$ cat src/design/sys_pkg.sv
// Bus widths, address map, register offsets, byte-merge helper and shared enums.
package sys_pkg;

  localparam int unsigned BusAddrWidth  = 32;
  localparam int unsigned BusDataWidth  = 32;
  localparam int unsigned BusByteEnable = 4;
  localparam int unsigned RegAddrWidth  = 8;

  ////////////////////
  // Address map.
  ////////////////////

  localparam logic [BusAddrWidth-1:0] RamBase    = 32'h0000_0000;
  localparam logic [BusAddrWidth-1:0] GpioBase   = 32'h8000_0000;
  localparam logic [BusAddrWidth-1:0] TimerBase  = 32'h8000_1000;
  localparam logic [BusAddrWidth-1:0] RegionMask = 32'h0000_0FFF;

  localparam logic [RegAddrWidth-1:0] GpoOffset       = 8'h00;
  localparam logic [RegAddrWidth-1:0] GpiOffset       = 8'h04;
  localparam logic [RegAddrWidth-1:0] MtimeOffset     = 8'h00;
  localparam logic [RegAddrWidth-1:0] MtimecmpOffset  = 8'h04;
  localparam logic [RegAddrWidth-1:0] TimerCtrlOffset = 8'h08;

  typedef enum logic {OpRead, OpWrite} bus_op_e;
  typedef enum logic [1:0] {DevRam, DevGpio, DevTimer, DevNone} device_e;
  typedef enum logic [1:0] {StIdle, StIssue, StWait, StRespond} bus_state_e;

  // Replace the enabled byte lanes of a word.
  function automatic logic [BusDataWidth-1:0] merge_bytes(
    input logic [BusDataWidth-1:0]  old_word,
    input logic [BusDataWidth-1:0]  new_word,
    input logic [BusByteEnable-1:0] be
  );
    logic [BusDataWidth-1:0] res;
    res = old_word;
    for (int i = 0; i < BusByteEnable; i++) begin
      if (be[i]) begin
        res[i*8 +: 8] = new_word[i*8 +: 8];
      end
    end
    return res;
  endfunction

endpackage
$ cat src/design/gpio_regs.sv
// GPIO registers: byte-writable output and synchronized input.
`timescale 1ns/1ps

module gpio_regs import sys_pkg::*; #(
  parameter int unsigned GpiWidth = 13,
  parameter int unsigned GpoWidth = 24
) (
  input  logic                     clk_sys_i,
  input  logic                     rst_n_i,
  input  logic                     req_i,
  input  logic                     we_i,
  input  logic [RegAddrWidth-1:0]  addr_i,
  input  logic [BusDataWidth-1:0]  wdata_i,
  input  logic [BusByteEnable-1:0] be_i,
  output logic                     rvalid_o,
  output logic [BusDataWidth-1:0]  rdata_o,
  input  logic [GpiWidth-1:0]      gp_i,
  output logic [GpoWidth-1:0]      gp_o
);

  logic [GpiWidth-1:0]     gpi_meta;
  logic [GpiWidth-1:0]     gpi_sync;
  logic [BusDataWidth-1:0] gpo_word;

  assign gpo_word = BusDataWidth'(gp_o);

  always_ff @(posedge clk_sys_i) begin
    if (!rst_n_i) begin
      gp_o     <= '0;
      gpi_meta <= '0;
      gpi_sync <= '0;
      rvalid_o <= 1'b0;
    end else begin
      // Two flops on the asynchronous inputs.
      gpi_meta <= gp_i;
      gpi_sync <= gpi_meta;
      rvalid_o <= req_i;
      if (req_i && we_i && addr_i == GpoOffset) begin
        gp_o <= GpoWidth'(merge_bytes(gpo_word, wdata_i, be_i));
      end
    end
  end

  always_ff @(posedge clk_sys_i) begin
    if (req_i) begin
      case (addr_i)
        GpoOffset: rdata_o <= gpo_word;
        GpiOffset: rdata_o <= BusDataWidth'(gpi_sync);
        default:   rdata_o <= '0;
      endcase
    end
  end

endmodule

$ cat config.mk
export PLATFORM = sky130hd
export DESIGN_NAME = gpio_regs
export DESIGN_NICKNAME = d
export VERILOG_FILES = /design/src/design/sys_pkg.sv /design/src/design/gpio_regs.sv
export SDC_FILE = /design/constraint.sdc
export NUM_CORES = 1
export LEC_CHECK = 0
export BUFFER_PORTS_ARGS = -buffer_cell sky130_fd_sc_hd__buf_4
export CAP_MARGIN = 25
export CELL_PAD_IN_SITES_DETAIL_PLACEMENT = 1
export CELL_PAD_IN_SITES_GLOBAL_PLACEMENT = 1
export CORE_UTILIZATION = 33
export CTS_BUF_LIST = sky130_fd_sc_hd__clkbuf_2 sky130_fd_sc_hd__clkbuf_4 sky130_fd_sc_hd__clkbuf_8
export DETAILED_ROUTE_END_ITERATION = 10
export PLACE_DENSITY_LB_ADDON = 0.1
export SLEW_MARGIN = 20
export SYNTH_ARGS = -nofsm -noshare
export SYNTH_HDL_FRONTEND = slang
export SYNTH_SLANG_ARGS = --single-unit
$ cat constraint.sdc
create_clock -name clk_sys_i -period 1.95 [get_ports clk_sys_i]
set_input_delay 0.585 -clock clk_sys_i [delete_from_list [all_inputs] [get_ports clk_sys_i]]
set_output_delay 0.585 -clock clk_sys_i [all_outputs]
set_load 0.1 [all_outputs]
After elaboration in Yosys (flattened, before gate mapping)
Cells that the tools add are included.
{ "op_classes": {"eq_ne": 1, "n_mux": 1, "n_reduce_logical": 6} }
{ "op_table": {"columns": ["op", "count"], "rows": [
  ["$pmux W24 S2", 1],
  ["$eq A8 B3 Y1 const B", 1],
  ["$logic_not A8 Y1", 1],
  ["$reduce_and A2 Y1", 3],
  ["$logic_and A1 B1 Y1", 2]
]} }
{ "totals": {"reg_bits": 83, "in_bits": 61} }

Longest topological paths before layout
{ "logic_depth": {"depth_word": 3, "ltp_mapped": 5} }

Worst setup path after synthesis
OpenSTA, ideal clock, no wires.
{ "synth_timing": {"kind": "input to register", "start": "input port addr_i[4]", "end": "register rdata_o[0], data pin", "arrival_time_ps": 1726, "t_required_ps": 1807, "slack_ps": 82, "path_stages": 4, "cell_sequence": "or4_4 or2_2 clkbuf_1 nor2_1"} }
{ "synth_via": {"elab_chain_len": 2, "word_cells_on_any_way": 3} }
{ "synth_lines": {"columns": ["item", "line", "source"], "rows": [
  ["start, declared", "gpio_regs.sv:12", "input logic [RegAddrWidth-1:0] addr_i,"],
  ["$eq A8 B3 Y1 or $logic_not A8 Y1 (tied branches)", "gpio_regs.sv:46", "case (addr_i)"],
  ["$pmux W24 S2 (*)", "gpio_regs.sv:46", null],
  ["end signal, assigned", "gpio_regs.sv:47", "GpoOffset: rdata_o <= gpo_word;"],
  ["end signal, assigned", "gpio_regs.sv:48", "GpiOffset: rdata_o <= BusDataWidth'(gpi_sync);"],
  ["end, declared", "gpio_regs.sv:16", "output logic [BusDataWidth-1:0] rdata_o,"]
]} }
Mark *: on every way between the ends. The rest lies on a longest branch, timed or not.
A chain may end at the register's enable or synchronous reset.

Worst setup path in the final report
{ "layout_timing": {"start": "input port addr_i[4]", "end": "register gp_o[10]"} }
{ "layout_via": {"elab_chain_len": 3} }
{ "layout_lines": {"columns": ["item", "line", "source"], "rows": [
  ["$logic_not A8 Y1", "gpio_regs.sv:38", "if (req_i && we_i && addr_i == GpoOffset) begin"],
  ["$logic_and A1 B1 Y1", "gpio_regs.sv:38", null],
  ["$reduce_and A2 Y1 (no source line)", null, null],
  ["end signal, assigned", "gpio_regs.sv:39", "gp_o <= GpoWidth'(merge_bytes(gpo_word, wdata_i, be_i));"],
  ["end, declared", "gpio_regs.sv:18", "output logic [GpoWidth-1:0] gp_o"]
]} }
No other way between the ends.

==> flow_summary.toml <==
[floorplanning]
core_sq_um = 8220
initial_core_util = 0.340
die_h_microns = 94.0
die_w_microns = 94.0
die-area_sq_um = 8840
ios = 118
placementRows = 33

[sta]
hold_viol = 0
setup-violations-final = 0
fin_setup_tns_ns = 0
fin_crit_ns = 1.73
max_freq_ghz = 0.578
whs_ns = 0.433
fin_worst_skew_ns = 0.00459
maxSlewViolCount = 0
period_share = 0.888
finalWorstSetupSlack_ns = 0.219
rsz0062_at_grt = "no"

[route]
wirelength_met1_microns = 2690
ant_nets = 0
wl_met2_microns = 3020
maxUsedRoutingLayer = "met4"
firstDrtPassIters = 4
post_drt_wl_per_cell_microns = 13.5
drt-initial-drc-count = 20
dr_total_vias = 2015
avgViaCountPerCell = 4.40
dr_wl_met3_microns = 353
drc = 0
wirelength_microns = 6190

[cts]
cts_tree = "yes"
cts.sinks = 75
cts_hold_buf = 0
cts.clk_slew.worst_paths_ns = 0.07
post_cts_resized = 0
numCtsBuffers = 9
h-tree-depth = 3
root_buffer = "clkbuf_8"
cts_setup_buffers = 0
cts_buffer_depth = 2
insertion_delay_ns = 0.33

[critical_path]
rr_startpoint = "gp_o[0]"
cp_top_family = "simple AND/OR/NAND/NOR gates"
worstSetupStartpoint = "addr_i[4]"
crit_fanout = 8
critPathRequiredTime_ns = 2.17
path_cells = "buf_4 -> or4_4 -> or3_1 -> buf_4 -> mux2i_1"
cp.arrival_ns = 1.95
endpoint_kind = "register"
worst_path_most_repeated_cell = "buf_4"
critPathSlowestCell = "or4_4"
cp-start-kind = "input pin"
crit_type = "input pin to register"
max_stage_delay_ns = 0.56
path_buf_inv = 2

[synth]
netlist_top_cells_area = "dfxtp_1 (37%), edfxtp_1 (26%), mux2i_1 (13%), and2_1 (8.5%), nand2_1 (6.4%)"
synthDominantCellAreaShare = 0.365
synthFlopType = "dfxtp_1"
async_flop_share = 0
yosys_warnings = 0
synth_most_common_cell = "dfxtp_1"
synth_top_area_cell = "dfxtp_1"
ys_types = 15
syn_area_sq_um = 2800
ys_ff_latch = 75
syn-instance-count = 245
synth_common_cells = "dfxtp_1 (51), nand2_1 (48), and2_1 (38), mux2i_1 (37), edfxtp_1 (24)"
seq_area_frac_synth = 0.623
synth.avg_cell_area_sq_um = 11.4
synth_edf_count = 24

[global_routing]
grt_max_degree = 41
antenna_found_initial = 0
grt_overflow = 0
track_usage = 0.149
first_global_vias = 1955
grt_pass1_wl_microns = 9800

[hold_path]
hp-start = "gpi_meta[7]"
min-delay-path-class = "register to register"

[power_and_ir_drop]
leakage_nw = 1.83
ir_worst_vdd_mv = 0.397
total_power_mw = 3.26
power_density_nw_per_um2 = 850

[cells_and_area]
utilization = 0.467
finalInstanceArea_sq_um = 3830
regArea_sq_um = 1740
stdcell_count = 458
nNetsFinal = 409
fillers = 926
multi_input_area_sq_um = 941
drive_gt1_frac = 0.357
n_antenna_cell = 0
area_growth_pct = 37.2

[placement]
gp_congestion = 0.705
dp_hpwl_microns = 4480
portBuffers = 100
place_ws_ns = -0.135
placed_cells = 442
placed_area_sq_um = 3640

[job]
cap_viol_max_count = 0

[status]
status = "finished, final reports clean"
## layout make-up
type	count	share of cell area
clock buffers	11	0.0378
clock inverters	5	0.0137
multi-input cells	154	0.245
flip-flops and latches	75	0.454
well taps	105	0.0343
repair buffers	108	0.215
## cells by family after synthesis
group	share of synthesized area
mux	0.132
other cells	0.00134
buf+inv	0.0497
flops	0.623
simple gates	0.193
## final timing paths
path                 end  slack, ns  cells past startpoint
min reg2reg  gpi_sync[7]       0.43                      1
max             gp_o[10]       0.22                      5
max reg2reg   rdata_o[0]       1.17                      2
min          gpi_sync[7]       0.43                      1
## flip-flops by register name (all words and copies together), names as in the netlist
register / count
rvalid_o: 1
gpi_meta: 13
rdata_o: 24
gpi_sync: 13
gp_o: 24
## per-layer routing
| layer | track usage | vias up |
|---|---|---|
| met1 | 0.178 | 942 |
| met3 | 0.0324 | 12 |
| li1 | - | 991 |
| met4 | 0.0756 | 0 |
| met2 | 0.252 | 70 |
| met5 | 0 | - |
## worst reg2reg max path, delay by kind of cell, from the launching register on
| family | cells | cell delay [ns] |
|---|---|---|
| simple gates | 1 | 0.05 |
| mux | 1 | 0.14 |
| flops | 1 | 0.34 |
## power by group
part	leakage, nW	total [mW]	switching [mW]	internal (mW)
combinational	1.06	0.421	0.296	0.125
sequential	0.662	1.66	0.0115	1.65
clock	0.103	1.18	0.544	0.634
## cells in the final DEF, fill, tap and decap left out, drive strengths merged
cell / netlist / layout
conb: 1 / 8
and2: 38 / 38
edfxtp: 24 / 24
nor3: 1 / 1
nand2: 48 / 48
bufinv: 0 / 1
or2: 1 / 1
nand4b: 3 / 3
dfxtp: 51 / 51
clkbuf: 12 / 11
mux2i: 37 / 37
buf: 11 / 108
or3: 4 / 4
nor2: 13 / 13
clkinv: 0 / 3
clkinvlp: 0 / 1
or4: 1 / 1
Power figures use the tool's default switching activity.
