[config.mk]
export PLATFORM = sky130hd
export DESIGN_NAME = mtimer
export DESIGN_NICKNAME = d
export VERILOG_FILES = /design/src/design/sys_pkg.sv /design/src/design/mtimer.sv
export SDC_FILE = /design/constraint.sdc
export NUM_CORES = 1
export LEC_CHECK = 0
export ABC_CLOCK_PERIOD_IN_PS = 3050
export BUFFER_PORTS_ARGS = -buffer_cell sky130_fd_sc_hd__buf_4
export CORE_MARGIN = 2
export CORE_UTILIZATION = 50
export DETAILED_ROUTE_END_ITERATION = 12
export GPL_TIMING_DRIVEN = 1
export MAX_ROUTING_LAYER = met4
export PLACE_DENSITY = 0.7
export REMOVE_ABC_BUFFERS = 1
export SLEW_MARGIN = 20
export SYNTH_ARGS = -nofsm -noshare
export SYNTH_HDL_FRONTEND = slang
export SYNTH_SLANG_ARGS = --single-unit
[constraint.sdc]
create_clock -name clk_sys_i -period 3.05 [get_ports clk_sys_i]
set_clock_uncertainty 0.15 [all_clocks]
set_input_delay 0.4575 -clock clk_sys_i [delete_from_list [all_inputs] [get_ports clk_sys_i]]
set_output_delay 0.4575 -clock clk_sys_i [all_outputs]
set_load 0.1 [all_outputs]
[src/design/sys_pkg.sv]
// Bus widths, address map, register offsets, byte-merge helper and shared enums.
package sys_pkg;

  localparam int unsigned BusAddrWidth  = 32;
  localparam int unsigned BusDataWidth  = 32;
  localparam int unsigned BusByteEnable = 4;
  localparam int unsigned RegAddrWidth  = 8;

  ////////////////////
  // Address map.
  ////////////////////

  localparam logic [BusAddrWidth-1:0] RamBase    = 32'h0000_0000;
  localparam logic [BusAddrWidth-1:0] GpioBase   = 32'h8000_0000;
  localparam logic [BusAddrWidth-1:0] TimerBase  = 32'h8000_1000;
  localparam logic [BusAddrWidth-1:0] RegionMask = 32'h0000_0FFF;

  localparam logic [RegAddrWidth-1:0] GpoOffset       = 8'h00;
  localparam logic [RegAddrWidth-1:0] GpiOffset       = 8'h04;
  localparam logic [RegAddrWidth-1:0] MtimeOffset     = 8'h00;
  localparam logic [RegAddrWidth-1:0] MtimecmpOffset  = 8'h04;
  localparam logic [RegAddrWidth-1:0] TimerCtrlOffset = 8'h08;

  typedef enum logic {OpRead, OpWrite} bus_op_e;
  typedef enum logic [1:0] {DevRam, DevGpio, DevTimer, DevNone} device_e;
  typedef enum logic [1:0] {StIdle, StIssue, StWait, StRespond} bus_state_e;

  // Replace the enabled byte lanes of a word.
  function automatic logic [BusDataWidth-1:0] merge_bytes(
    input logic [BusDataWidth-1:0]  old_word,
    input logic [BusDataWidth-1:0]  new_word,
    input logic [BusByteEnable-1:0] be
  );
    logic [BusDataWidth-1:0] res;
    res = old_word;
    for (int i = 0; i < BusByteEnable; i++) begin
      if (be[i]) begin
        res[i*8 +: 8] = new_word[i*8 +: 8];
      end
    end
    return res;
  endfunction

endpackage
[src/design/mtimer.sv]
// Machine timer: prescaled mtime, mtimecmp, enable control and interrupt.
`timescale 1ns/1ps

module mtimer import sys_pkg::*; #(
  parameter int unsigned TickDiv = 4
) (
  input  logic                     clk_sys_i,
  input  logic                     rst_n_i,
  input  logic                     req_i,
  input  logic                     we_i,
  input  logic [RegAddrWidth-1:0]  addr_i,
  input  logic [BusDataWidth-1:0]  wdata_i,
  input  logic [BusByteEnable-1:0] be_i,
  output logic                     rvalid_o,
  output logic [BusDataWidth-1:0]  rdata_o,
  output logic                     err_o,
  output logic                     irq_o
);

  localparam int unsigned PreW = (TickDiv > 1) ? $clog2(TickDiv) : 1;
  localparam logic [PreW-1:0] PreLast = PreW'(TickDiv - 1);

  logic [PreW-1:0]         pre_q;
  logic [BusDataWidth-1:0] mtime_q;
  logic [BusDataWidth-1:0] mtimecmp_q;
  logic                    en_q;
  logic                    tick;
  logic                    known;

  assign tick  = en_q && (pre_q == PreLast);
  assign known = addr_i inside {MtimeOffset, MtimecmpOffset, TimerCtrlOffset};

  always_ff @(posedge clk_sys_i) begin
    if (!rst_n_i) begin
      pre_q      <= '0;
      mtime_q    <= '0;
      mtimecmp_q <= '0;
      en_q       <= 1'b0;
      irq_o      <= 1'b0;
      rvalid_o   <= 1'b0;
      err_o      <= 1'b0;
    end else begin
      // Prescaler holds at zero while disabled.
      pre_q <= (!en_q || tick) ? '0 : pre_q + 1'b1;
      if (tick) begin
        mtime_q <= mtime_q + 1'b1;
      end
      // Bus writes win over the increment.
      if (req_i && we_i) begin
        case (addr_i)
          MtimeOffset:     mtime_q    <= merge_bytes(mtime_q, wdata_i, be_i);
          MtimecmpOffset:  mtimecmp_q <= merge_bytes(mtimecmp_q, wdata_i, be_i);
          TimerCtrlOffset: if (be_i[0]) en_q <= wdata_i[0];
          default: ;
        endcase
      end
      irq_o    <= en_q && (mtime_q >= mtimecmp_q);
      rvalid_o <= req_i;
      err_o    <= req_i && !known;
    end
  end

  always_ff @(posedge clk_sys_i) begin
    if (req_i) begin
      case (addr_i)
        MtimeOffset:     rdata_o <= mtime_q;
        MtimecmpOffset:  rdata_o <= mtimecmp_q;
        TimerCtrlOffset: rdata_o <= {{(BusDataWidth-1){1'b0}}, en_q};
        default:         rdata_o <= '0;
      endcase
    end
  end

  // mtime moves only on a tick or a bus write.
  a_mtime_holds_disabled: assert property (@(posedge clk_sys_i) disable iff (!rst_n_i)
    !en_q && !(req_i && we_i) |=> $stable(mtime_q));

endmodule

======== Word-level counts from Yosys, hierarchy flattened ========
Cells that the tools add are included.
cells by class
  order comparisons ....................... 1
  equal/unequal tests ..................... 7
  reductions and logical operators ........ 15
  bitwise operators ....................... 1
  add/subtract/negate cells ............... 2
  shifts and indexed selects .............. 0
  div/mod/pow operators ................... 0
  muxes and demuxes ....................... 8
  $mul .................................... 0
operator list
  kind                   count
  $mux 32                3
  $pmux 32 s3            1
  $add 32x1->32 const B  1
  $ge 32x32->1           1
  $mux 8                 4
  $reduce_and 3->1       5
  $ne 3x3->1 const B     4
  $eq 8x3->1 const B     1
  $eq 8x4->1 const B     1
  $logic_not 8->1        1
  $logic_and 1x1->1      4
  $reduce_bool 3->1      1
  $add 2x1->2 const B    1
  $eq 2x2->1 const B     1
  $logic_not 1->1        2
  $reduce_or 2->1        1
  $logic_or 1x1->1       1
  $not 1->1              1
word-level totals
  word-level logic and storage cells ...... 48
  latch bits .............................. 0
  memory bits (writable) .................. 0
  register bits after elaboration ......... 102
  output and inout bits ................... 35
  memories ................................ 0
  input bits .............................. 48
  memory bits (read-only) ................. 0

======== Depth between registers and ports, before layout ========
Gate-level depths: netlist of run 1.
  word-level depth ........................ 5
  mapped depth ............................ 9
  gate-level depth less buffers ........... 7

======== Worst setup path before layout of run 1 ========
OpenSTA, ideal clock, no wires.
  path type ............................... input port to flip-flop
  start point ............................. input port req_i
  end point ............................... register mtime_q[25]
  path slack .............................. 0.636 ns
  library setup time ...................... 0.074 ns
  data required time ...................... 2.826 ns
  path buffers ............................ 2
  stages .................................. 7
  arrival time ............................ 2.190 ns
  cell sequence ........................... and2_4 -> buf_6 -> and4_1 -> buf_2 -> or4_4 -> or4_1 -> a31oi_1
between the ends
  cells in the longest elaborated chain, start to end .. 2
  elaborated cells between the ends (all ways) .. 3
  classes of those cells .................. eq/ne: 1; mux: 1; reduce/logical: 1
RTL lines
  element                                          RTL line      text
  from (decl)                                      mtimer.sv:9   input logic req_i,
  $logic_and 1x1->1 *                              mtimer.sv:49  if (req_i && we_i) begin
  $ne 3x3->1 (no line) or $mux 32 (tied branches)  -
  to (signal assigned)                             mtimer.sv:46  mtime_q <= mtime_q + 1'b1;
  to (signal assigned)                             mtimer.sv:51  MtimeOffset: mtime_q <= merge_bytes(mtime_q, wdata_i, be_i);
  to (decl)                                        mtimer.sv:24  logic [BusDataWidth-1:0] mtime_q;
Every way passes the cells marked *; elsewhere a longest branch is shown, timed or not.
A chain may end at the register's enable or synchronous reset.

======== Worst setup path after layout of run 1 ========
  start point ............................. register pre_q[0]
  end point ............................... register mtime_q[25]
between the ends
  cells in the longest elaborated chain, start to end .. 5
RTL lines
  element                 RTL line      text
  from (decl)             mtimer.sv:23  logic [PreW-1:0] pre_q;
  from (signal assigned)  mtimer.sv:44  pre_q <= (!en_q || tick) ? '0 : pre_q + 1'b1;
  $eq 2x2->1 *            mtimer.sv:30  assign tick = en_q && (pre_q == PreLast);
  $logic_and 1x1->1 *     mtimer.sv:30
  $mux 32 *               mtimer.sv:45  if (tick) begin
  $mux 32                 mtimer.sv:50  case (addr_i)
  $mux 32 *               mtimer.sv:49
Marked as above.

==> summary.txt, run 1 <==
Run status
  – Status: completed

Logic synthesis
  – Post-Syn Area per Cell: 9.28 sq um
  – Mapped Area: 5480 sq um
  – Most common cell in the netlist: dfxtp_1
  – Post-synth top area share: 0.256
  – Async set-or-reset flop fraction in the synthesized netlist: 0
  – Number of synthesized flops with an enable pin: 32
  – Commonest cells in the netlist: 70 x dfxtp_1, 53 x nor2_1, 39 x nand2_1
  – Mapped Cells: 591
  – Synth Register Bits: 102
  – Synth cell types: 50
  – Synthesis Warnings: 0
  – Largest cells by area after synthesis: dfxtp_1 26%, edfxtp_1 18%, ha_1 7.8%, mux2i_1 6.2%, a22o_1 5.0%
  – Most used DFF post-synth: dfxtp_1
  – Largest area contributor in the netlist: dfxtp_1
  – Sequential share of the synthesized area: 0.431

Pwr
  – Power per cell area: 416 nW/um^2
  – Leak pwr: 2.70 nW
  – Design Power: 2.69 mW
  – Peak supply drop: 0.215 mV

GRT
  – Met2 Use GR: 0.424
  – Number of global-route vias before repair: 4581
  – Routing usage on met1: 0.354
  – GRT met3 Usage: 0.0263
  – Initial antenna violation count: 0
  – Global Route Usage Sum: 0.265
  – Gr busiest metal: met2
  – Global-route wire length before repair: 23500 um
  – Largest net degree at the start of global routing: 34
  – Grt total ovfl: 0

CTS
  – Clk root buf: clkbuf_8
  – Reg clk slew, reported paths: 90 ps
  – Clock Latency Late Sink: 380 ps
  – CTS tree: yes
  – Hold buffer count at CTS: 0
  – Clk buf depth: 2
  – Setup bufs post-CTS: 0
  – CTS HTree Levels: 3
  – CTS buffer count: 9
  – Post-cts resize count: 0
  – CTS sink cnt: 102

Route
  – Initial drt markers: 250
  – DR pass1 iterations: 5
  – Antenna Nets Post-Route: 0
  – Vias: 4807
  – DRC: 0
  – Final wirelength: 14600 um
  – Average wire per standard cell: 18.2 um
  – Detailed-route vias per instance: 5.96

Timing
  – RSZ-0062 raised after global routing: false
  – # setup viols final: 0
  – Period utilization: 0.876
  – Final Max Slew Viols: 0
  – Final Hold Viols: 0
  – Max frequency: 0.374 GHz
  – Max_slew headroom: 0.508
  – Setup TNS: 0 ps
  – Fin crit period: 2670 ps
  – Worst Tran Pin Value: 737 ps

Die
  – Die area: 11800 sq um
  – Site Rows: 38
  – Die width: 109 um
  – Initial Utilization: 0.508
  – Ports: 83
  – CORE AREA: 10800 sq um
  – Die H: 109 um

Placed design
  – Gp weighted congestion: 0.842
  – Hpwl dp: 10600 um
  – Buffers on Ports: 82

Finish
  – Nets@finish: 743
  – Fill count: 936
  – Multi-input logic area: 2840 sq um
  – Ratio of cells with drive above 1 in the final layout: 0.167
  – Register cell area after layout: 2360 sq um
  – Diode count: 0
  – Area delta synth->final: 17.9%

Worst setup path
  – CP endpoint kind: flop
  – CP Max Fanout: 7
  – Worst endpoint required time: 3210 ps
  – CP Data Arrival Time: 2830 ps
  – Type of origin of the critical path: flop
  – Crit Path Category: reg2reg

Worst hold path
  – Tightest Hold Check Type: in2reg

Run
  – # Max-Cap Violations: 0
## report_power, final
| part | total, mW | internal (mW) | switching (mW) |
|---|---|---|---|
| sequential | 1.42 | 1.41 | 0.00524 |
| combinational | 0.262 | 0.0723 | 0.190 |
| clock | 1.01 | 0.545 | 0.465 |
## metal layers
metal  wire, um  up-vias
met5          0        -
met4        255        0
met3        652       18
met2       6880      129
met1       6860     2296
li1           -     2364
## state kept, by name (all words and copies together) (netlist names)
| name | flops |
|---|---|
| rvalid_o | 1 |
| en_q | 1 |
| err_o | 1 |
| rdata_o | 32 |
| mtime_q | 32 |
| pre_q | 2 |
| irq_o | 1 |
| mtimecmp_q | 32 |
## placed cells by master, fill, tap and decap left out, types with 3 or more instances in the layout
cell        n
a311oi_1    4
nand2_1    39
a211oi_1   14
mux2i_1    34
a41oi_1     3
or4_1       5
nor2b_1     3
and2_1     14
ha_1       34
clkbuf_1    3
edfxtp_1   32
dfxtp_1    70
bufinv_16   3
a221oi_1    4
and3_1     11
or3_1       3
a22o_1     31
o21ai_0    26
nand4_1    15
nand3_1    24
a21oi_1    23
buf_4      93
inv_1      38
a21boi_0    3
nor4_1     11
and4_1      9
nor3_1      9
nor2_1     53
a31oi_1    14
clkbuf_8    9
## worst max-delay path: stages, from the launching register on
cell,delay (ps)
dfxtp_1,360
ha_1,260
and4_1,320
nand3_1,260
or4_4,610
or4_1,480
a31oi_1,170
## cells by family after synthesis
logic type | after synthesis | synth area share
flip-flops | 102 | 0.431
buffers and inverters | 73 | 0.0522
adder cells (fa/ha/maj) | 34 | 0.0776
multiplexers | 34 | 0.0621
AO/OA/AOI/OAI | 140 | 0.180
AND/OR/NAND/NOR | 208 | 0.198
## stage by stage
step	utilization	hold slack, ps	setup WS (ps)	cells	cell area, sq um
final	0.599	167	379	806	6460
after global routing	0.599	176	210	806	6460
after CTS	0.599	161	403	806	6460
after detailed placement	0.578	277	211	790	6230
after global placement	0.578	262	355	790	6230
after floorplan	-	254	182	556	5340
## worst paths after layout
kind / start / endpoint / slack, ps / depth (start not counted)
setup / recovery: pre_q[0] / mtime_q[25] / 380 / 6
hold / removal: wdata_i[21] / mtimecmp_q[21] / 170 / 3
setup reg to reg: pre_q[0] / mtime_q[25] / 380 / 6
hold reg to reg: pre_q[0] / pre_q[0] / 300 / 1
## cell type report
type / instances / area share
Inverter: 38 / 0.0221
Clock buffer: 12 / 0.0209
Tap cell: 140 / 0.0271
Sequential cell: 102 / 0.365
Clock inverter: 4 / 0.0147
Timing Repair Buffer: 94 / 0.111
Multi-Input combinational cell: 416 / 0.439
No activity file was read; power rests on OpenSTA's default activity.
==> inputs of run 2 (changes only) <==
--- a/config.mk
+++ b/config.mk
@@ -5,7 +5,7 @@
 export SDC_FILE = /design/constraint.sdc
 export NUM_CORES = 1
 export LEC_CHECK = 0
-export ABC_CLOCK_PERIOD_IN_PS = 3050
+export ABC_CLOCK_PERIOD_IN_PS = 2900
 export BUFFER_PORTS_ARGS = -buffer_cell sky130_fd_sc_hd__buf_4
 export CORE_MARGIN = 2
 export CORE_UTILIZATION = 50
==> constraint.sdc (replaced) <==
create_clock -name clk_sys_i -period 2.9 [get_ports clk_sys_i]
set_clock_uncertainty 0.15 [all_clocks]
set_input_delay 0.435 -clock clk_sys_i [delete_from_list [all_inputs] [get_ports clk_sys_i]]
set_output_delay 0.435 -clock clk_sys_i [all_outputs]
set_load 0.1 [all_outputs]
==> run 2 against run 1 <==
  * Combinational power increased by 5%
  * Design area is 0.62% higher
  * Count of clock-buffer cells in the layout shrank 2
  * Largest cell class unchanged
==> summary.txt, run 2 (synthesis gave the netlist of run 1 again) <==
Run status
  – Status: completed

CTS
  – Clock Latency Late Sink: 390 ps (about the same)
  – Hold buffer count at CTS: 0 (unchanged)
  – CTS sink cnt: 102 (unchanged)
  – CTS HTree Levels: 3 (unchanged)
  – Setup bufs post-CTS: 0 (unchanged)
  – Clk buf depth: 2 (unchanged)
  – Reg clk slew, reported paths: 100 ps (about the same)
  – Clk root buf: clkbuf_8
  – Post-cts resize count: 0 (unchanged)
  – CTS tree: yes
  – CTS buffer count: 9 (unchanged)

Die
  – Site Rows: 38 (unchanged)
  – CORE AREA: 10800 sq um (unchanged)
  – Die H: 109 um (unchanged)
  – Die area: 11800 sq um (unchanged)
  – Ports: 83 (unchanged)
  – Initial Utilization: 0.508 (unchanged)
  – Die width: 109 um (unchanged)

Finish
  – Fin util: 0.603 (+0.00371)
  – Most frequent cells in the layout: 100 x buf_4, 70 x dfxtp_1, 53 x nor2_1
  – Area delta synth->final: 18.6%
  – Nets@finish: 749 (+0.81%)
  – Diode count: 0 (unchanged)
  – Most common cell after layout, fill and taps aside: buf_4
  – Ratio of cells with drive above 1 in the final layout: 0.176 (+0.00893)
  – Top Registers: mtime_q (32), mtimecmp_q (32), rdata_o (32)

GRT
  – Routing usage on met1: 0.369 (+0.0144)
  – Grt total ovfl: 0 (unchanged)
  – Global Route Usage Sum: 0.278 (+0.0133)
  – Met2 Use GR: 0.435 (+0.0112)
  – Number of global-route vias before repair: 4842 (+5.7%)
  – GRT met3 Usage: 0.0365 (+0.0102)
  – Global-route wire length before repair: 24700 um (+5.2%)
  – Initial antenna violation count: 0 (unchanged)
  – Largest net degree at the start of global routing: 34 (unchanged)
  – Gr busiest metal: met2

Pwr
  – Power per cell area: 437 nW/um^2 (+5.0%)
  – Peak supply drop: 0.299 mV (+39%)
  – Leak pwr: 2.73 nW (+0.95%)

Run
  – # Max-Cap Violations: 0 (unchanged)

Worst setup path
  – CP endpoint kind: flop
  – Worst endpoint required time: 3070 ps (-140 ps)
  – Type of origin of the critical path: flop
  – CP Data Arrival Time: 2780 ps (-50 ps)
  – Crit Path Category: reg2reg
  – CP Max Fanout: 7 (unchanged)

Route
  – Final wirelength: 15200 um (+3.6%)
  – Average wire per standard cell: 18.7 um (+2.8%)
  – DRC: 0 (unchanged)
  – DR pass1 iterations: 6 (+1)
  – Initial drt markers: 398 (+59%)
  – Vias: 4960 (+3.2%)
  – Detailed-route vias per instance: 6.11 (+2.4%)
  – Antenna Nets Post-Route: 0 (unchanged)

Timing
  – Max frequency: 0.384 GHz (+2.6%)
  – Fin crit period: 2600 ps (-66.6 ps)
  – Final Max Slew Viols: 0 (unchanged)
  – Worst Tran Pin Value: 640 ps (-96.9 ps)
  – Setup TNS: 0 ps (unchanged)
  – Final Hold Viols: 0 (unchanged)
  – RSZ-0062 raised after global routing: false
  – Max_slew headroom: 0.569 (+0.0612)
  – # setup viols final: 0 (unchanged)
  – Period utilization: 0.898 (+0.0223)

Placed design
  – Buffers on Ports: 82 (unchanged)
  – Gp weighted congestion: 0.910 (+8.2%)
  – Hpwl dp: 11200 um (+5.3%)

Worst hold path
  – Tightest Hold Check Type: in2reg
run 2: cell count changes in the layout (fill, tap and decap cells not counted), sizes merged:
cell and change:
clkinv +1, clkbuf -2, clkinvlp +1, buf +6
run 2: final cells by class:
type | instances | area (sq um)
multi-input combinational | 416 | 2840
clock buffer | 10 | 128
sequential | 102 | 2360
timing repair buffer | 100 | 751
inverter | 38 | 143
fill | 958 | 4290
clock inverter | 6 | 110
tap | 140 | 175
run 2: layer usage:
layer | up-vias | wire length [um]
met5 | - | 0
met4 | 0 | 365
met3 | 30 | 811
met2 | 174 | 7060
met1 | 2390 | 6930
li1 | 2366 | -
run 2: critical path, cell delays in order, from the launching register on:
cell and delay [ps]:
dfxtp_1 350, ha_1 250, and4_1 310, nand3_1 240, or4_4 590, or4_1 480, a31oi_1 160
run 2: where the power goes:
part           internal [mW]  switching (mW)  total, mW
Sequential              1.48         0.00541       1.49
Clock                  0.572           0.502       1.07
Combinational         0.0756           0.200      0.276
Total                   2.13           0.708       2.84
run 2: path summary, 6_finish.rpt:
path	from	to	slack, ps	cells after the start
setup / recovery	pre_q[0]	mtime_q[25]	300	6
setup reg to reg	pre_q[0]	mtime_q[25]	300	6
hold / removal	wdata_i[2]	mtimecmp_q[2]	140	3
hold reg to reg	pre_q[0]	pre_q[0]	290	1
run 2: stage by stage:
stage | hold WS [ps] | instances | setup slack (ps) | cell area [sq um] | power (mW)
final | 138 | 812 | 296 | 6500 | 2.84
after global routing | 151 | 812 | 133 | 6500 | 2.92
after CTS | 127 | 812 | 320 | 6500 | 2.86
after detailed placement | 278 | 796 | 341 | 6270 | 1.80
after global placement | 262 | 796 | 429 | 6270 | 1.80
after floorplan | 254 | 556 | 54.8 | 5340 | 1.68
