===== config.mk =====
export PLATFORM = sky130hd
export DESIGN_NAME = bus_fsm
export DESIGN_NICKNAME = d
export VERILOG_FILES = /design/src/design/sys_pkg.sv /design/src/design/bus_fsm.sv
export SDC_FILE = /design/constraint.sdc
export NUM_CORES = 1
export LEC_CHECK = 0
export BUFFER_PORTS_ARGS = -buffer_cell sky130_fd_sc_hd__buf_2
export CAP_MARGIN = 20
export CORE_ASPECT_RATIO = 1.25
export CORE_MARGIN = 3
export CORE_UTILIZATION = 35
export DETAILED_ROUTE_END_ITERATION = 10
export PLACE_DENSITY = 0.68
export SETUP_SLACK_MARGIN = 0.05
export SLEW_MARGIN = 30
export SYNTH_ARGS = -nofsm -noshare
export SYNTH_HDL_FRONTEND = slang
export SYNTH_SLANG_ARGS = --single-unit

===== constraint.sdc =====
create_clock -name clk_sys_i -period 3.7 [get_ports clk_sys_i]
set_clock_uncertainty 0.05 [all_clocks]
set_input_delay 0.74 -clock clk_sys_i [delete_from_list [all_inputs] [get_ports clk_sys_i]]
set_output_delay 0.74 -clock clk_sys_i [all_outputs]
set_load 0.05 [all_outputs]

===== src/design/sys_pkg.sv =====
// Bus widths, address map, register offsets, byte-merge helper and shared enums.
package sys_pkg;

  localparam int unsigned BusAddrWidth  = 32;
  localparam int unsigned BusDataWidth  = 32;
  localparam int unsigned BusByteEnable = 4;
  localparam int unsigned RegAddrWidth  = 8;

  ////////////////////
  // Address map.
  ////////////////////

  localparam logic [BusAddrWidth-1:0] RamBase    = 32'h0000_0000;
  localparam logic [BusAddrWidth-1:0] GpioBase   = 32'h8000_0000;
  localparam logic [BusAddrWidth-1:0] TimerBase  = 32'h8000_1000;
  localparam logic [BusAddrWidth-1:0] RegionMask = 32'h0000_0FFF;

  localparam logic [RegAddrWidth-1:0] GpoOffset       = 8'h00;
  localparam logic [RegAddrWidth-1:0] GpiOffset       = 8'h04;
  localparam logic [RegAddrWidth-1:0] MtimeOffset     = 8'h00;
  localparam logic [RegAddrWidth-1:0] MtimecmpOffset  = 8'h04;
  localparam logic [RegAddrWidth-1:0] TimerCtrlOffset = 8'h08;

  typedef enum logic {OpRead, OpWrite} bus_op_e;
  typedef enum logic [1:0] {DevRam, DevGpio, DevTimer, DevNone} device_e;
  typedef enum logic [1:0] {StIdle, StIssue, StWait, StRespond} bus_state_e;

  // Replace the enabled byte lanes of a word.
  function automatic logic [BusDataWidth-1:0] merge_bytes(
    input logic [BusDataWidth-1:0]  old_word,
    input logic [BusDataWidth-1:0]  new_word,
    input logic [BusByteEnable-1:0] be
  );
    logic [BusDataWidth-1:0] res;
    res = old_word;
    for (int i = 0; i < BusByteEnable; i++) begin
      if (be[i]) begin
        res[i*8 +: 8] = new_word[i*8 +: 8];
      end
    end
    return res;
  endfunction

endpackage

===== src/design/bus_fsm.sv =====
// Bus controller FSM: address decode, device issue and in-order response.
`timescale 1ns/1ps

module bus_fsm import sys_pkg::*; #(
  parameter int unsigned RamWords = 256
) (
  input  logic                     clk_sys_i,
  input  logic                     rst_n_i,
  input  logic                     q_valid_i,
  input  bus_op_e                  q_op_i,
  input  logic [BusAddrWidth-1:0]  q_addr_i,
  input  logic [BusDataWidth-1:0]  q_wdata_i,
  input  logic [BusByteEnable-1:0] q_be_i,
  output logic                     q_pop_o,
  output logic                     ram_req_o,
  output logic                     gpio_req_o,
  output logic                     timer_req_o,
  output logic                     dev_we_o,
  output logic [BusAddrWidth-1:0]  dev_addr_o,
  output logic [BusDataWidth-1:0]  dev_wdata_o,
  output logic [BusByteEnable-1:0] dev_be_o,
  input  logic                     ram_rvalid_i,
  input  logic [BusDataWidth-1:0]  ram_rdata_i,
  input  logic                     gpio_rvalid_i,
  input  logic [BusDataWidth-1:0]  gpio_rdata_i,
  input  logic                     timer_rvalid_i,
  input  logic [BusDataWidth-1:0]  timer_rdata_i,
  input  logic                     timer_err_i,
  output logic                     rsp_valid_o,
  output logic [BusDataWidth-1:0]  rsp_rdata_o,
  output logic                     rsp_err_o
);

  localparam logic [BusAddrWidth-1:0] RamLimit = BusAddrWidth'(RamWords * 4);

  bus_state_e               state_q;
  device_e                  dev_sel;
  device_e                  dev_q;
  bus_op_e                  op_q;
  logic [BusAddrWidth-1:0]  offset;
  logic [BusDataWidth-1:0]  wdata_q;
  logic [BusByteEnable-1:0] be_q;
  logic [BusDataWidth-1:0]  rdata_q;
  logic                     err_q;
  logic                     sel_rvalid;
  logic [BusDataWidth-1:0]  sel_rdata;
  logic                     sel_err;

  ////////////////////
  // Decode.
  ////////////////////

  always_comb begin
    dev_sel = DevNone;
    offset  = q_addr_i & RegionMask;
    if ((q_addr_i - RamBase) < RamLimit) begin
      dev_sel = DevRam;
      offset  = q_addr_i - RamBase;
    end else if ((q_addr_i & ~RegionMask) == GpioBase) begin
      dev_sel = DevGpio;
    end else if ((q_addr_i & ~RegionMask) == TimerBase) begin
      dev_sel = DevTimer;
    end
  end

  // Reply of the device that was issued to.
  always_comb begin
    sel_rvalid = 1'b0;
    sel_rdata  = '0;
    sel_err    = 1'b0;
    case (dev_q)
      DevRam: begin
        sel_rvalid = ram_rvalid_i;
        sel_rdata  = ram_rdata_i;
      end
      DevGpio: begin
        sel_rvalid = gpio_rvalid_i;
        sel_rdata  = gpio_rdata_i;
      end
      DevTimer: begin
        sel_rvalid = timer_rvalid_i;
        sel_rdata  = timer_rdata_i;
        sel_err    = timer_err_i;
      end
      default: ;
    endcase
  end

  assign q_pop_o     = (state_q == StIdle) && q_valid_i;
  assign ram_req_o   = (state_q == StIssue) && (dev_q == DevRam);
  assign gpio_req_o  = (state_q == StIssue) && (dev_q == DevGpio);
  assign timer_req_o = (state_q == StIssue) && (dev_q == DevTimer);
  assign dev_we_o    = (op_q == OpWrite);
  assign dev_wdata_o = wdata_q;
  assign dev_be_o    = be_q;
  assign rsp_valid_o = (state_q == StRespond);
  assign rsp_rdata_o = rdata_q;
  assign rsp_err_o   = err_q;

  ////////////////////
  // State.
  ////////////////////

  always_ff @(posedge clk_sys_i) begin
    if (!rst_n_i) begin
      state_q <= StIdle;
    end else begin
      case (state_q)
        StIdle:    if (q_valid_i) state_q <= StIssue;
        StIssue:   state_q <= (dev_q == DevNone) ? StRespond : StWait;
        StWait:    if (sel_rvalid) state_q <= StRespond;
        StRespond: state_q <= StIdle;
        default:   state_q <= StIdle;
      endcase
    end
  end

  always_ff @(posedge clk_sys_i) begin
    if (q_pop_o) begin
      dev_q      <= dev_sel;
      op_q       <= q_op_i;
      dev_addr_o <= offset;
      wdata_q    <= q_wdata_i;
      be_q       <= q_be_i;
    end
    // Unmapped access answers without touching a device.
    if (state_q == StIssue && dev_q == DevNone) begin
      rdata_q <= '0;
      err_q   <= 1'b1;
    end
    if (state_q == StWait && sel_rvalid) begin
      rdata_q <= sel_rdata;
      err_q   <= sel_err;
    end
  end

  a_one_rvalid: assert property (@(posedge clk_sys_i) disable iff (!rst_n_i)
    $onehot0({ram_rvalid_i, gpio_rvalid_i, timer_rvalid_i}));

endmodule


Word-level counts from Yosys, hierarchy flattened --
Index checks and enable logic that the tools add are counted.
Word-level totals: word-level logic and storage cells 45, input port bits 172, bits in registers 106
Operators by class: multiplexer cells 13, $lt $le $gt $ge 1, reductions and logical operators 11, eq/ne operators 10
Operators by type and width (count):
- $pmux 32 s3 | 1
- $mux 32 | 2
- $eq 20x20->1 const B | 2
- $lt 32x11->1 const B | 1
- $eq 2x2->1 const B | 4
- $pmux 2 s4 | 1
- $logic_and 1x1->1 | 6
- $mux 1 | 6
- $eq 2x1->1 const B | 2
- $logic_not 2->1 | 2
- $mux 2 | 2
- $ne 2x2->1 const B | 2
- $pmux 1 s3 | 1
- $reduce_and 2->1 | 1
- $reduce_bool 2->1 | 1
- $reduce_or 2->1 | 1

Longest topological paths before layout --
Gate-level depths: netlist of run 1.
depth in word-level cells 4, gate-level depth with buffers 6, mapped depth without buffers 6

Least setup slack after synthesis of run 1 --
OpenSTA, ideal clock, no wires.
kind input port to output port, start input port q_valid_i, end output port q_pop_o, arrival time 2.722 ns, setup slack 0.188 ns, stages 1, path buffers 0, cell sequence and2_1
Between the ends: longest elaborated chain between the ends 1
Ends and longest elaborated chain:
- start: declaration | line bus_fsm.sv:9 | input logic q_valid_i,
- $logic_and 1x1->1 | line bus_fsm.sv:89 | assign q_pop_o = (state_q == StIdle) && q_valid_i;
- end: declaration | line bus_fsm.sv:14 | output logic q_pop_o,
No other way between the ends.

Worst setup path in the final report of run 1 --
start register dev_q[0], end output port gpio_req_o
Between the ends: longest elaborated chain between the ends 2
Ends and longest elaborated chain:
- start: declaration | line bus_fsm.sv:38 | device_e dev_q;
- start signal: assignment | line bus_fsm.sv:120 | dev_q <= dev_sel;
- $eq 2x1->1 | line bus_fsm.sv:91 | assign gpio_req_o = (state_q == StIssue) && (dev_q == DevGpio);
- $logic_and 1x1->1 | line bus_fsm.sv:91
- end: declaration | line bus_fsm.sv:16 | output logic gpio_req_o,
No other way between the ends.

==> flow_metrics.py, run 1 <==
metrics = {
    "yosys": {
        "synth_top_flop_cell": "edfxtp_1",
        "synthSimpleGateAreaFrac_pct": 9.02,
        "synth_top_family_by_area": "simple AND/OR/NAND/NOR gates",
        "synthAdderAreaFrac_pct": 1.46,
        "synth_xor_area_share_pct": 0,
        "avgSynthCellArea_um2": 14.7,
        "ys_async_sr_fraction_pct": 0,
        "muxShareOfSynthArea_pct": 8.03,
        "yosys_warnings": 0,
        "ys_types": 28,
        "synth_seq_area_share_pct": 73.6,
        "ys_ff_latch": 106,
        "syn_inst": 293,
        "synth_compound_gate_area_share_pct": 5.33,
        "synth-edff-count": 104,
        "syn_area_mm2": 0.00430,
    },
    "critical_path": {
        "cp-start-kind": "register",
        "cp.buffers_inverters": 2,
        "path_delay_family": "buffers and inverters",
        "critPathSlowestCell": "edfxtp_1",
        "path_class": "reg2out",
        "end_kind": "primary output",
        "crit_chain": "buf_4 -> nand2_1 -> nor2_1 -> buf_2",
        "arrival_ps": 2000,
        "cp.required_ps": 2910,
        "max_stage_delay_ps": 580,
        "worstPathMaxFanout": 38,
    },
    "routing": {
        "wl_per_cell_um": 15.5,
        "dr.pass1.iters": 4,
        "wirelength_um": 11700,
        "ant_nets": 0,
        "vias": 3393,
        "drtIter0Drc": 140,
        "viasPerCell": 4.48,
        "drcViolationCount": 0,
    },
    "place": {
        "port_buffers": 278,
        "globalplace.congestion": 0.787,
        "dpl.hpwl_um": 9340,
        "placedInstanceArea_mm2": 0.00590,
    },
    "pwr": {
        "ir_drop_v": 0.000388,
        "p_leak_nw": 2.88,
        "power_density_mw_per_mm2": 676,
    },
    "final_layout": {
        "fin_area_mm2": 0.00619,
        "layout_commonest_cell": "buf_2",
        "regArea_mm2": 0.00316,
        "fin_nets": 768,
        "area_growth_pct": 44.0,
        "num-fill-cells": 1110,
        "layout-drive-gt1-share_pct": 50.8,
        "final_cell_mix": "buf_2 (278), edfxtp_1 (104), nor2_1 (68)",
        "multi_input_area_mm2": 0.00110,
    },
    "grt": {
        "grt_max_degree": 72,
        "grt_usage_pct": 16.3,
        "grt_pass1_wl_um": 16900,
        "grt_pass1_vias": 3326,
        "grt-ovfl-total": 0,
        "antenna_found_initial": 2,
    },
    "floorplan": {
        "core_mm2": 0.0118,
        "num_rows": 44,
        "dieArea_mm2": 0.0137,
        "die_x_um": 105,
        "start_util_pct": 36.5,
        "die_h_um": 130,
        "io_pins": 279,
    },
    "timing": {
        "tightestPinTransition_ps": 871,
        "finalCriticalPeriod_ps": 2790,
        "hold_viol_final": 0,
        "relSlewSlack_pct": 41.7,
        "setup_violations": 0,
        "rsz0062_at_grt": "no",
        "drv_slew": 0,
        "finalCritPeriodShare_pct": 75.5,
        "max_freq_mhz": 358,
        "tns_ps": 0,
    },
    "clock_network": {
        "clk_pin_slew_worst_paths_ps": 70,
        "cts.sinks": 106,
        "root_buffer": "clkbuf_16",
        "cts_made_buffers": 9,
        "htreeDepth": 3,
        "cts_setup_buffers": 0,
        "cts_tree": "built",
        "clock_latency_ps": 340,
        "cts-resized-gates": 0,
        "hold_buffers": 0,
        "cts_max_path_buffers": 2,
    },
    "worst_hold_path": {
        "min_path_type": "in2reg",
    },
    "run_status": {
        "outcome": "finished clean",
    },
    "run": {
        "max_cap_violations": 0,
    },
}
==> power by group <==
| part | switching [mW] | internal, mW |
|---|---|---|
| Clock | 0.437 | 0.467 |
| Combinational | 1.23 | 0.294 |
| Sequential | 0.0704 | 1.68 |
==> routing by layer <==
metal	track usage (%)	up-vias	part of all wire [%]
met1	17.2	1584	35
met5	0	-	0.11
met4	6.80	2	1.9
met2	29.8	145	54
li1	-	1645	-
met3	5.64	17	8.5
==> final cells by class <==
| class | instances | area share (%) |
|---|---|---|
| Timing Repair Buffer | 283 | 23.1 |
| Antenna cell | 1 | 0.0404 |
| Clock buffer | 9 | 3.64 |
| Clock inverter | 7 | 0.930 |
| Inverter | 2 | 0.121 |
| Sequential cell | 106 | 51.1 |
| Multi-Input combinational cell | 189 | 17.8 |
| Tap cell | 161 | 3.25 |
==> Yosys cell counts (all sizes together) (2+ instances only) <==
cell type	instances	area [um2]
edfxtp	104	3120
dfxtp	2	40.0
nand3	2	10.0
inv	2	7.51
nor4	5	31.3
mux2i	33	330
nand2b	3	18.8
nor2b	3	18.8
nand2	5	18.8
a21oi	33	165
ha	5	62.6
and2	2	12.5
clkbuf	2	7.51
buf	13	91.3
nor2	68	255
a21o	2	15.0
==> worst paths after layout <==
kind                                                endpoint                     from  depth (start not counted)  slack (ps)
worst max-delay path                              gpio_req_o   dev_q[0]$_SDFFCE_PN0P_                          4         910
worst min-delay path                dev_wdata_o[0]$_DFFE_PP_             q_wdata_i[0]                          1         520
worst max register to register  rsp_rdata_o[2]$_SDFFCE_PN0P_   dev_q[0]$_SDFFCE_PN0P_                          4        1290
worst min register to register       state_q[1]$_SDFFE_PN0P_  state_q[1]$_SDFFE_PN0P_                          2         570
==> state kept, by name (all words and copies together), names as in the netlist <==
signal       flops
dev_we_o         1
rsp_err_o        1
dev_wdata_o     32
dev_addr_o      32
rsp_rdata_o     32
dev_q            2
dev_be_o         4
state_q          2
==> worst register-to-register path: cells and delay by family (launching register included) <==
family | cells | cell delay, ps
simple gates | 1 | 110
flops | 1 | 580
compound gates | 1 | 690
buf+inv | 1 | 300
mux | 1 | 370
==> metrics by stage <==
step	hold slack, ps	total power, mW	worst slack (ps)	cells	util (%)
2_1_floorplan	482	2.90	188	312	-
3_3_place_gp	510	3.30	1130	741	50.1
3_5_place_dp	562	3.33	1070	741	50.1
4_1_cts	500	4.23	878	757	52.5
5_1_grt	497	4.35	775	758	52.5
6_report	516	4.18	908	758	52.5
==> cells by family after synthesis <==
kind of cell | Yosys count
DFF | 106
and+or+nand+nor | 91
AOI/OAI and AO/OA | 39
adders and majority gates | 5
other | 1
muxes | 34
buffers and inverters | 17
No activity file was read; power rests on OpenSTA's default activity.
==> run 2: changes to the inputs <==
ABC_AREA = 1   (was default)
PLACE_DENSITY = 0.71   (was 0.68)
clock period = 2.4 ns   (was 3.7 ns; I/O delays follow)
==> flow_metrics.py, run 2 <==
metrics = {
    "timing": {
        "relSlewSlack_pct": 61.1,
        "setup_ws_ps": 431,
        "setup_violations": 0,
        "timing.hold.ws_ps": 260,
        "drv_slew": 0,
        "tns_ps": 0,
        "tightestPinTransition_ps": 583,
        "finalCritPeriodShare_pct": 82.1,
        "rsz0062_at_grt": "no",
        "max_freq_mhz": 508,
        "finalCriticalPeriod_ps": 1970,
        "hold_viol_final": 0,
    },
    "yosys": {
        "synth_seq_area_share_pct": 72.8,
        "yosys.area.top_type": "edfxtp_1",
        "syn_inst": 320,
        "avgSynthCellArea_um2": 13.6,
        "yosys_warnings": 0,
        "synth_common_cells": "edfxtp_1 (104), nand2_1 (82), nand3_1 (36)",
        "synth-edff-count": 104,
        "synthTopCellsByArea": "edfxtp_1 (72%), nand2_1 (7.1%), nand3_1 (4.1%), a31oi_1 (3.2%), a31oi_4 (2.9%)",
        "synth_top_area_share_pct": 71.9,
        "ys_ff_latch": 106,
        "syn_area_mm2": 0.00434,
        "ys_async_sr_fraction_pct": 0,
        "ys_types": 27,
        "synth.most_common_cell": "edfxtp_1",
        "synth_top_flop_cell": "edfxtp_1",
    },
    "pwr": {
        "power_mw": 6.56,
        "p_leak_nw": 2.59,
        "ir_drop_v": 0.000449,
        "power_density_mw_per_mm2": 1050,
    },
    "routing": {
        "viasPerCell": 4.74,
        "drcViolationCount": 0,
        "wl_met2_um": 6880,
        "met3WireLength_um": 1150,
        "ant_nets": 0,
        "wl_met1_um": 4670,
        "drtIter0Drc": 171,
        "dr.pass1.iters": 5,
        "vias": 3727,
        "wl_per_cell_um": 16.5,
        "top_layer": "met4",
        "wirelength_um": 12900,
    },
    "place": {
        "dpl.hpwl_um": 9960,
        "port_buffers": 278,
        "globalplace.congestion": 0.856,
        "place_ws_ps": 638,
    },
    "clock_network": {
        "root_buffer": "clkbuf_16",
        "hold_buffers": 0,
        "cts_max_path_buffers": 2,
        "cts-resized-gates": 0,
        "cts_made_buffers": 9,
        "cts_setup_buffers": 0,
        "clock_latency_ps": 340,
        "cts_tree": "built",
        "clk_pin_slew_worst_paths_ps": 70,
        "cts.sinks": 106,
        "htreeDepth": 3,
    },
    "worst_hold_path": {
        "min_path_type": "in2reg",
        "hp-start": "q_addr_i[6]",
        "hold_depth": 1,
    },
    "critical_path": {
        "end_kind": "primary output",
        "r2r_start": "dev_q[0]$_SDFFCE_PN0P_",
        "path_class": "reg2out",
        "worstPathMaxFanout": 4,
        "cp.required_ps": 1870,
        "arrival_ps": 1440,
        "reg2reg_depth": 5,
        "crit_chain": "inv_2 -> ha_1 -> inv_1 -> nor3_1 -> buf_2",
        "cp-start-kind": "register",
        "max_stage_delay_ps": 340,
        "critPathSlowestCell": "dfxtp_2",
        "startpoint": "state_q[1]$_SDFFE_PN0P_",
    },
    "grt": {
        "grt_pass1_wl_um": 18400,
        "grt-ovfl-total": 0,
        "grt_pass1_vias": 3637,
        "grt_max_degree": 43,
        "grt_usage_pct": 17.6,
        "antenna_found_initial": 0,
    },
    "floorplan": {
        "num_rows": 44,
        "die_h_um": 131,
        "io_pins": 279,
        "dieArea_mm2": 0.0138,
        "core_mm2": 0.0119,
        "die_x_um": 106,
        "start_util_pct": 36.5,
    },
    "final_layout": {
        "num-fill-cells": 1088,
        "fin_nets": 797,
        "final_cell_mix": "buf_2 (278), edfxtp_1 (104), nand2_1 (81)",
        "layout-drive-gt1-share_pct": 51.7,
        "final_core_util_pct": 52.6,
        "diodes": 0,
        "area_growth_pct": 44.1,
        "layout_commonest_cell": "buf_2",
    },
    "run": {
        "max_cap_violations": 0,
    },
    "run_status": {
        "outcome": "finished clean",
    },
}
-- run 2: cell count changes after synthesis, sizes merged, moves of 3 or more --
cell / before / now
a31oi: 0 / 32
nor3: 0 / 3
nand2b: 3 / 0
nor2: 68 / 18
inv: 2 / 11
clkbuf: 2 / 5
nor2b: 3 / 0
nand3: 2 / 37
nand2: 5 / 83
mux2i: 33 / 0
nor4: 5 / 0
a21oi: 33 / 2
-- run 2: logic make-up (layout without fill, tap and decap cells) --
| kind of cell | count (synthesis) | count (layout) | share of synthesized area [%] |
|---|---|---|---|
| compound gates | 35 | 35 | 7.66 |
| fa+ha+maj | 5 | 5 | 1.44 |
| buf+inv | 27 | 313 | 3.40 |
| flops | 106 | 106 | 72.8 |
| other cells | 1 | 20 | 0.0863 |
| simple gates | 146 | 146 | 14.6 |
-- run 2: power breakdown --
| part | internal, mW | leakage [nW] | switching [mW] |
|---|---|---|---|
| registers | 2.58 | 0.996 | 0.114 |
| logic | 0.458 | 1.45 | 1.99 |
| clock network | 0.727 | 0.137 | 0.687 |
-- run 2: routing by layer --
metal	vias up	track usage [%]
met2	214	31.5
met5	-	0
met1	1754	20.7
li1	1742	-
met4	0	6.55
met3	17	4.32
-- run 2: final cells by class --
type / count / area [um2] / share of cell area [%]
flip-flops and latches: 106 / 3170 / 50.6
repair buffers: 286 / 1450 / 23.2
clock buffers: 10 / 229 / 3.66
inverters: 11 / 45.0 / 0.720
clock inverters: 6 / 58.8 / 0.939
multi-input cells: 206 / 1110 / 17.7
well taps: 161 / 201 / 3.22
-- run 2: worst paths after layout --
kind,end,slack [ps]
hold / removal,dev_addr_o[6]$_DFFE_PP_,260
hold reg to reg,state_q[1]$_SDFFE_PN0P_,490
setup reg to reg,rsp_rdata_o[5]$_SDFFCE_PN0P_,620
setup / recovery,ram_req_o,430
-- run 2: critical path, delay by kind of cell, from the launching register on --
| kind | cells | cell delay (ps) |
|---|---|---|
| adders and majority gates | 1 | 170 |
| buffers and inverters | 3 | 440 |
| DFF | 1 | 340 |
| and+or+nand+nor | 1 | 140 |
-- run 2: metrics by stage --
step           std cells  area [um2]
2_1_floorplan        339        4430
3_3_place_gp         770        5970
3_5_place_dp         770        5970
4_1_cts              786        6260
5_1_grt              786        6260
6_report             786        6260
==> run 3: changes to the inputs <==
ABC_AREA = 0   (was 1)
clock period = 1.75 ns   (was 2.4 ns; I/O delays follow)
==> flow_metrics.py, run 3 (synthesized netlist as in run 1, its figures left out) <==
metrics = {
    "run_status": {
        "outcome": "complete, but fails checks",
        "violations": "setup timing",
    },
    "critical_path": {
        "critPathSlowestCell": "edfxtp_1",
        "cp.required_ps": 1800,
        "cp-start-kind": "register",
        "max_stage_delay_ps": 430,
        "path_class": "reg2reg",
        "crit_chain": "buf_6 -> mux2_4 -> o211ai_4 -> buf_12 -> clkbuf_16 -> nor2_1",
        "arrival_ps": 1860,
        "end_kind": "register",
        "worstPathMaxFanout": 8,
    },
    "routing": {
        "wirelength_um": 12600,
        "drcViolationCount": 0,
        "wl_per_cell_um": 16.1,
        "ant_nets": 0,
        "vias": 3568,
        "drtIter0Drc": 90,
        "viasPerCell": 4.56,
        "dr.pass1.iters": 4,
    },
    "timing": {
        "rsz0062_at_grt": "yes",
        "setup_violations": 53,
        "hold_viol_final": 0,
        "drv_slew": 0,
        "tns_ps": -1580,
        "finalCriticalPeriod_ps": 1810,
        "setup_ws_ps": -62.6,
        "finalCritPeriodShare_pct": 104,
        "max_freq_mhz": 552,
        "timing.hold.ws_ps": 128,
    },
    "floorplan": {
        "start_util_pct": 36.5,
        "io_pins": 279,
        "die_h_um": 130,
        "core_mm2": 0.0118,
        "die_x_um": 105,
        "num_rows": 44,
        "dieArea_mm2": 0.0137,
    },
    "pwr": {
        "p_leak_nw": 3.13,
        "ir_drop_v": 0.00106,
        "power_density_mw_per_mm2": 1360,
    },
    "clock_network": {
        "root_buffer": "clkbuf_16",
        "htreeDepth": 3,
        "cts.sinks": 106,
        "clk_pin_slew_worst_paths_ps": 70,
        "hold_buffers": 0,
        "cts_tree": "built",
        "cts_max_path_buffers": 2,
        "clock_latency_ps": 340,
        "cts_made_buffers": 9,
    },
    "grt": {
        "grt_pass1_wl_um": 18000,
        "grt_usage_pct": 17.2,
        "antenna_found_initial": 1,
        "grt_max_degree": 42,
        "grt_pass1_vias": 3615,
        "grt-ovfl-total": 0,
    },
    "final_layout": {
        "final_cell_mix": "buf_2 (274), edfxtp_1 (104), nor2_1 (67)",
        "layout-drive-gt1-share_pct": 55.0,
        "final_core_util_pct": 56.8,
        "diodes": 0,
        "fin_cells": 783,
        "layout_commonest_cell": "buf_2",
        "area_growth_pct": 55.6,
        "fin_nets": 794,
    },
    "place": {
        "port_buffers": 278,
        "globalplace.congestion": 0.808,
        "place_inst": 746,
        "dpl.hpwl_um": 9560,
        "place_ws_ps": 36.1,
    },
    "run": {
        "max_cap_violations": 0,
    },
    "worst_hold_path": {
        "min_path_type": "in2reg",
    },
}
-- run 3: area by class of cell --
type                            count  area [um2]
Clock buffer                       10         229
Clock inverter                      6        62.6
Fill cell                        1033        5090
Inverter                            2        12.5
Multi-Input combinational cell    190        1190
Sequential cell                   106        3170
Tap cell                          161         201
Timing Repair Buffer              308        1820
-- run 3: power by group --
part           total [mW]  internal [mW]  switching (mW)
registers            3.71           3.55           0.155
clock network        1.92           1.00           0.916
logic                3.47          0.777            2.69
-- run 3: metrics by stage --
step / instance area, um2 / total power [mW]
3_5_place_dp: 6030 / 7.06
2_1_floorplan: 4420 / 6.15
3_3_place_gp: 6030 / 7.01
5_1_grt: 6690 / 9.44
6_report: 6690 / 9.09
4_1_cts: 6600 / 9.14
-- run 3: routing by layer --
| layer | global-route usage (%) | part of all wire (%) |
|---|---|---|
| met3 | 5.05 | 7.0 |
| met1 | 19.0 | 36 |
| met4 | 6.18 | 1.9 |
| met5 | 0 | 0.10 |
| met2 | 31.7 | 55 |
-- run 3: final timing paths --
path | start | endpoint | slack, ps | cells past startpoint
worst max-delay path | dev_q[0]$_SDFFCE_PN0P_ | rsp_rdata_o[18]$_SDFFCE_PN0P_ | -60 | 6
worst min-delay path | q_be_i[2] | dev_be_o[2]$_DFFE_PP_ | 130 | 1
worst min register to register | state_q[0]$_SDFFE_PN0P_ | state_q[0]$_SDFFE_PN0P_ | 510 | 2
worst max register to register | dev_q[0]$_SDFFCE_PN0P_ | rsp_rdata_o[18]$_SDFFCE_PN0P_ | -60 | 6
-- run 3: timing repair --
item,4_1_cts,5_1_grt
setup endpoints to repair,21,72
cloned,3,2
buffers inserted,14,2
resized for setup,25,5
pin swaps,11,4
-- run 3: critical path: cells and delay by family, from the launching register on --
| kind | cells | cell delay, ps |
|---|---|---|
| DFF | 1 | 430 |
| and+or+nand+nor | 1 | 50 |
| buffers and inverters | 3 | 480 |
| muxes | 1 | 320 |
| AOI/OAI and AO/OA | 1 | 230 |
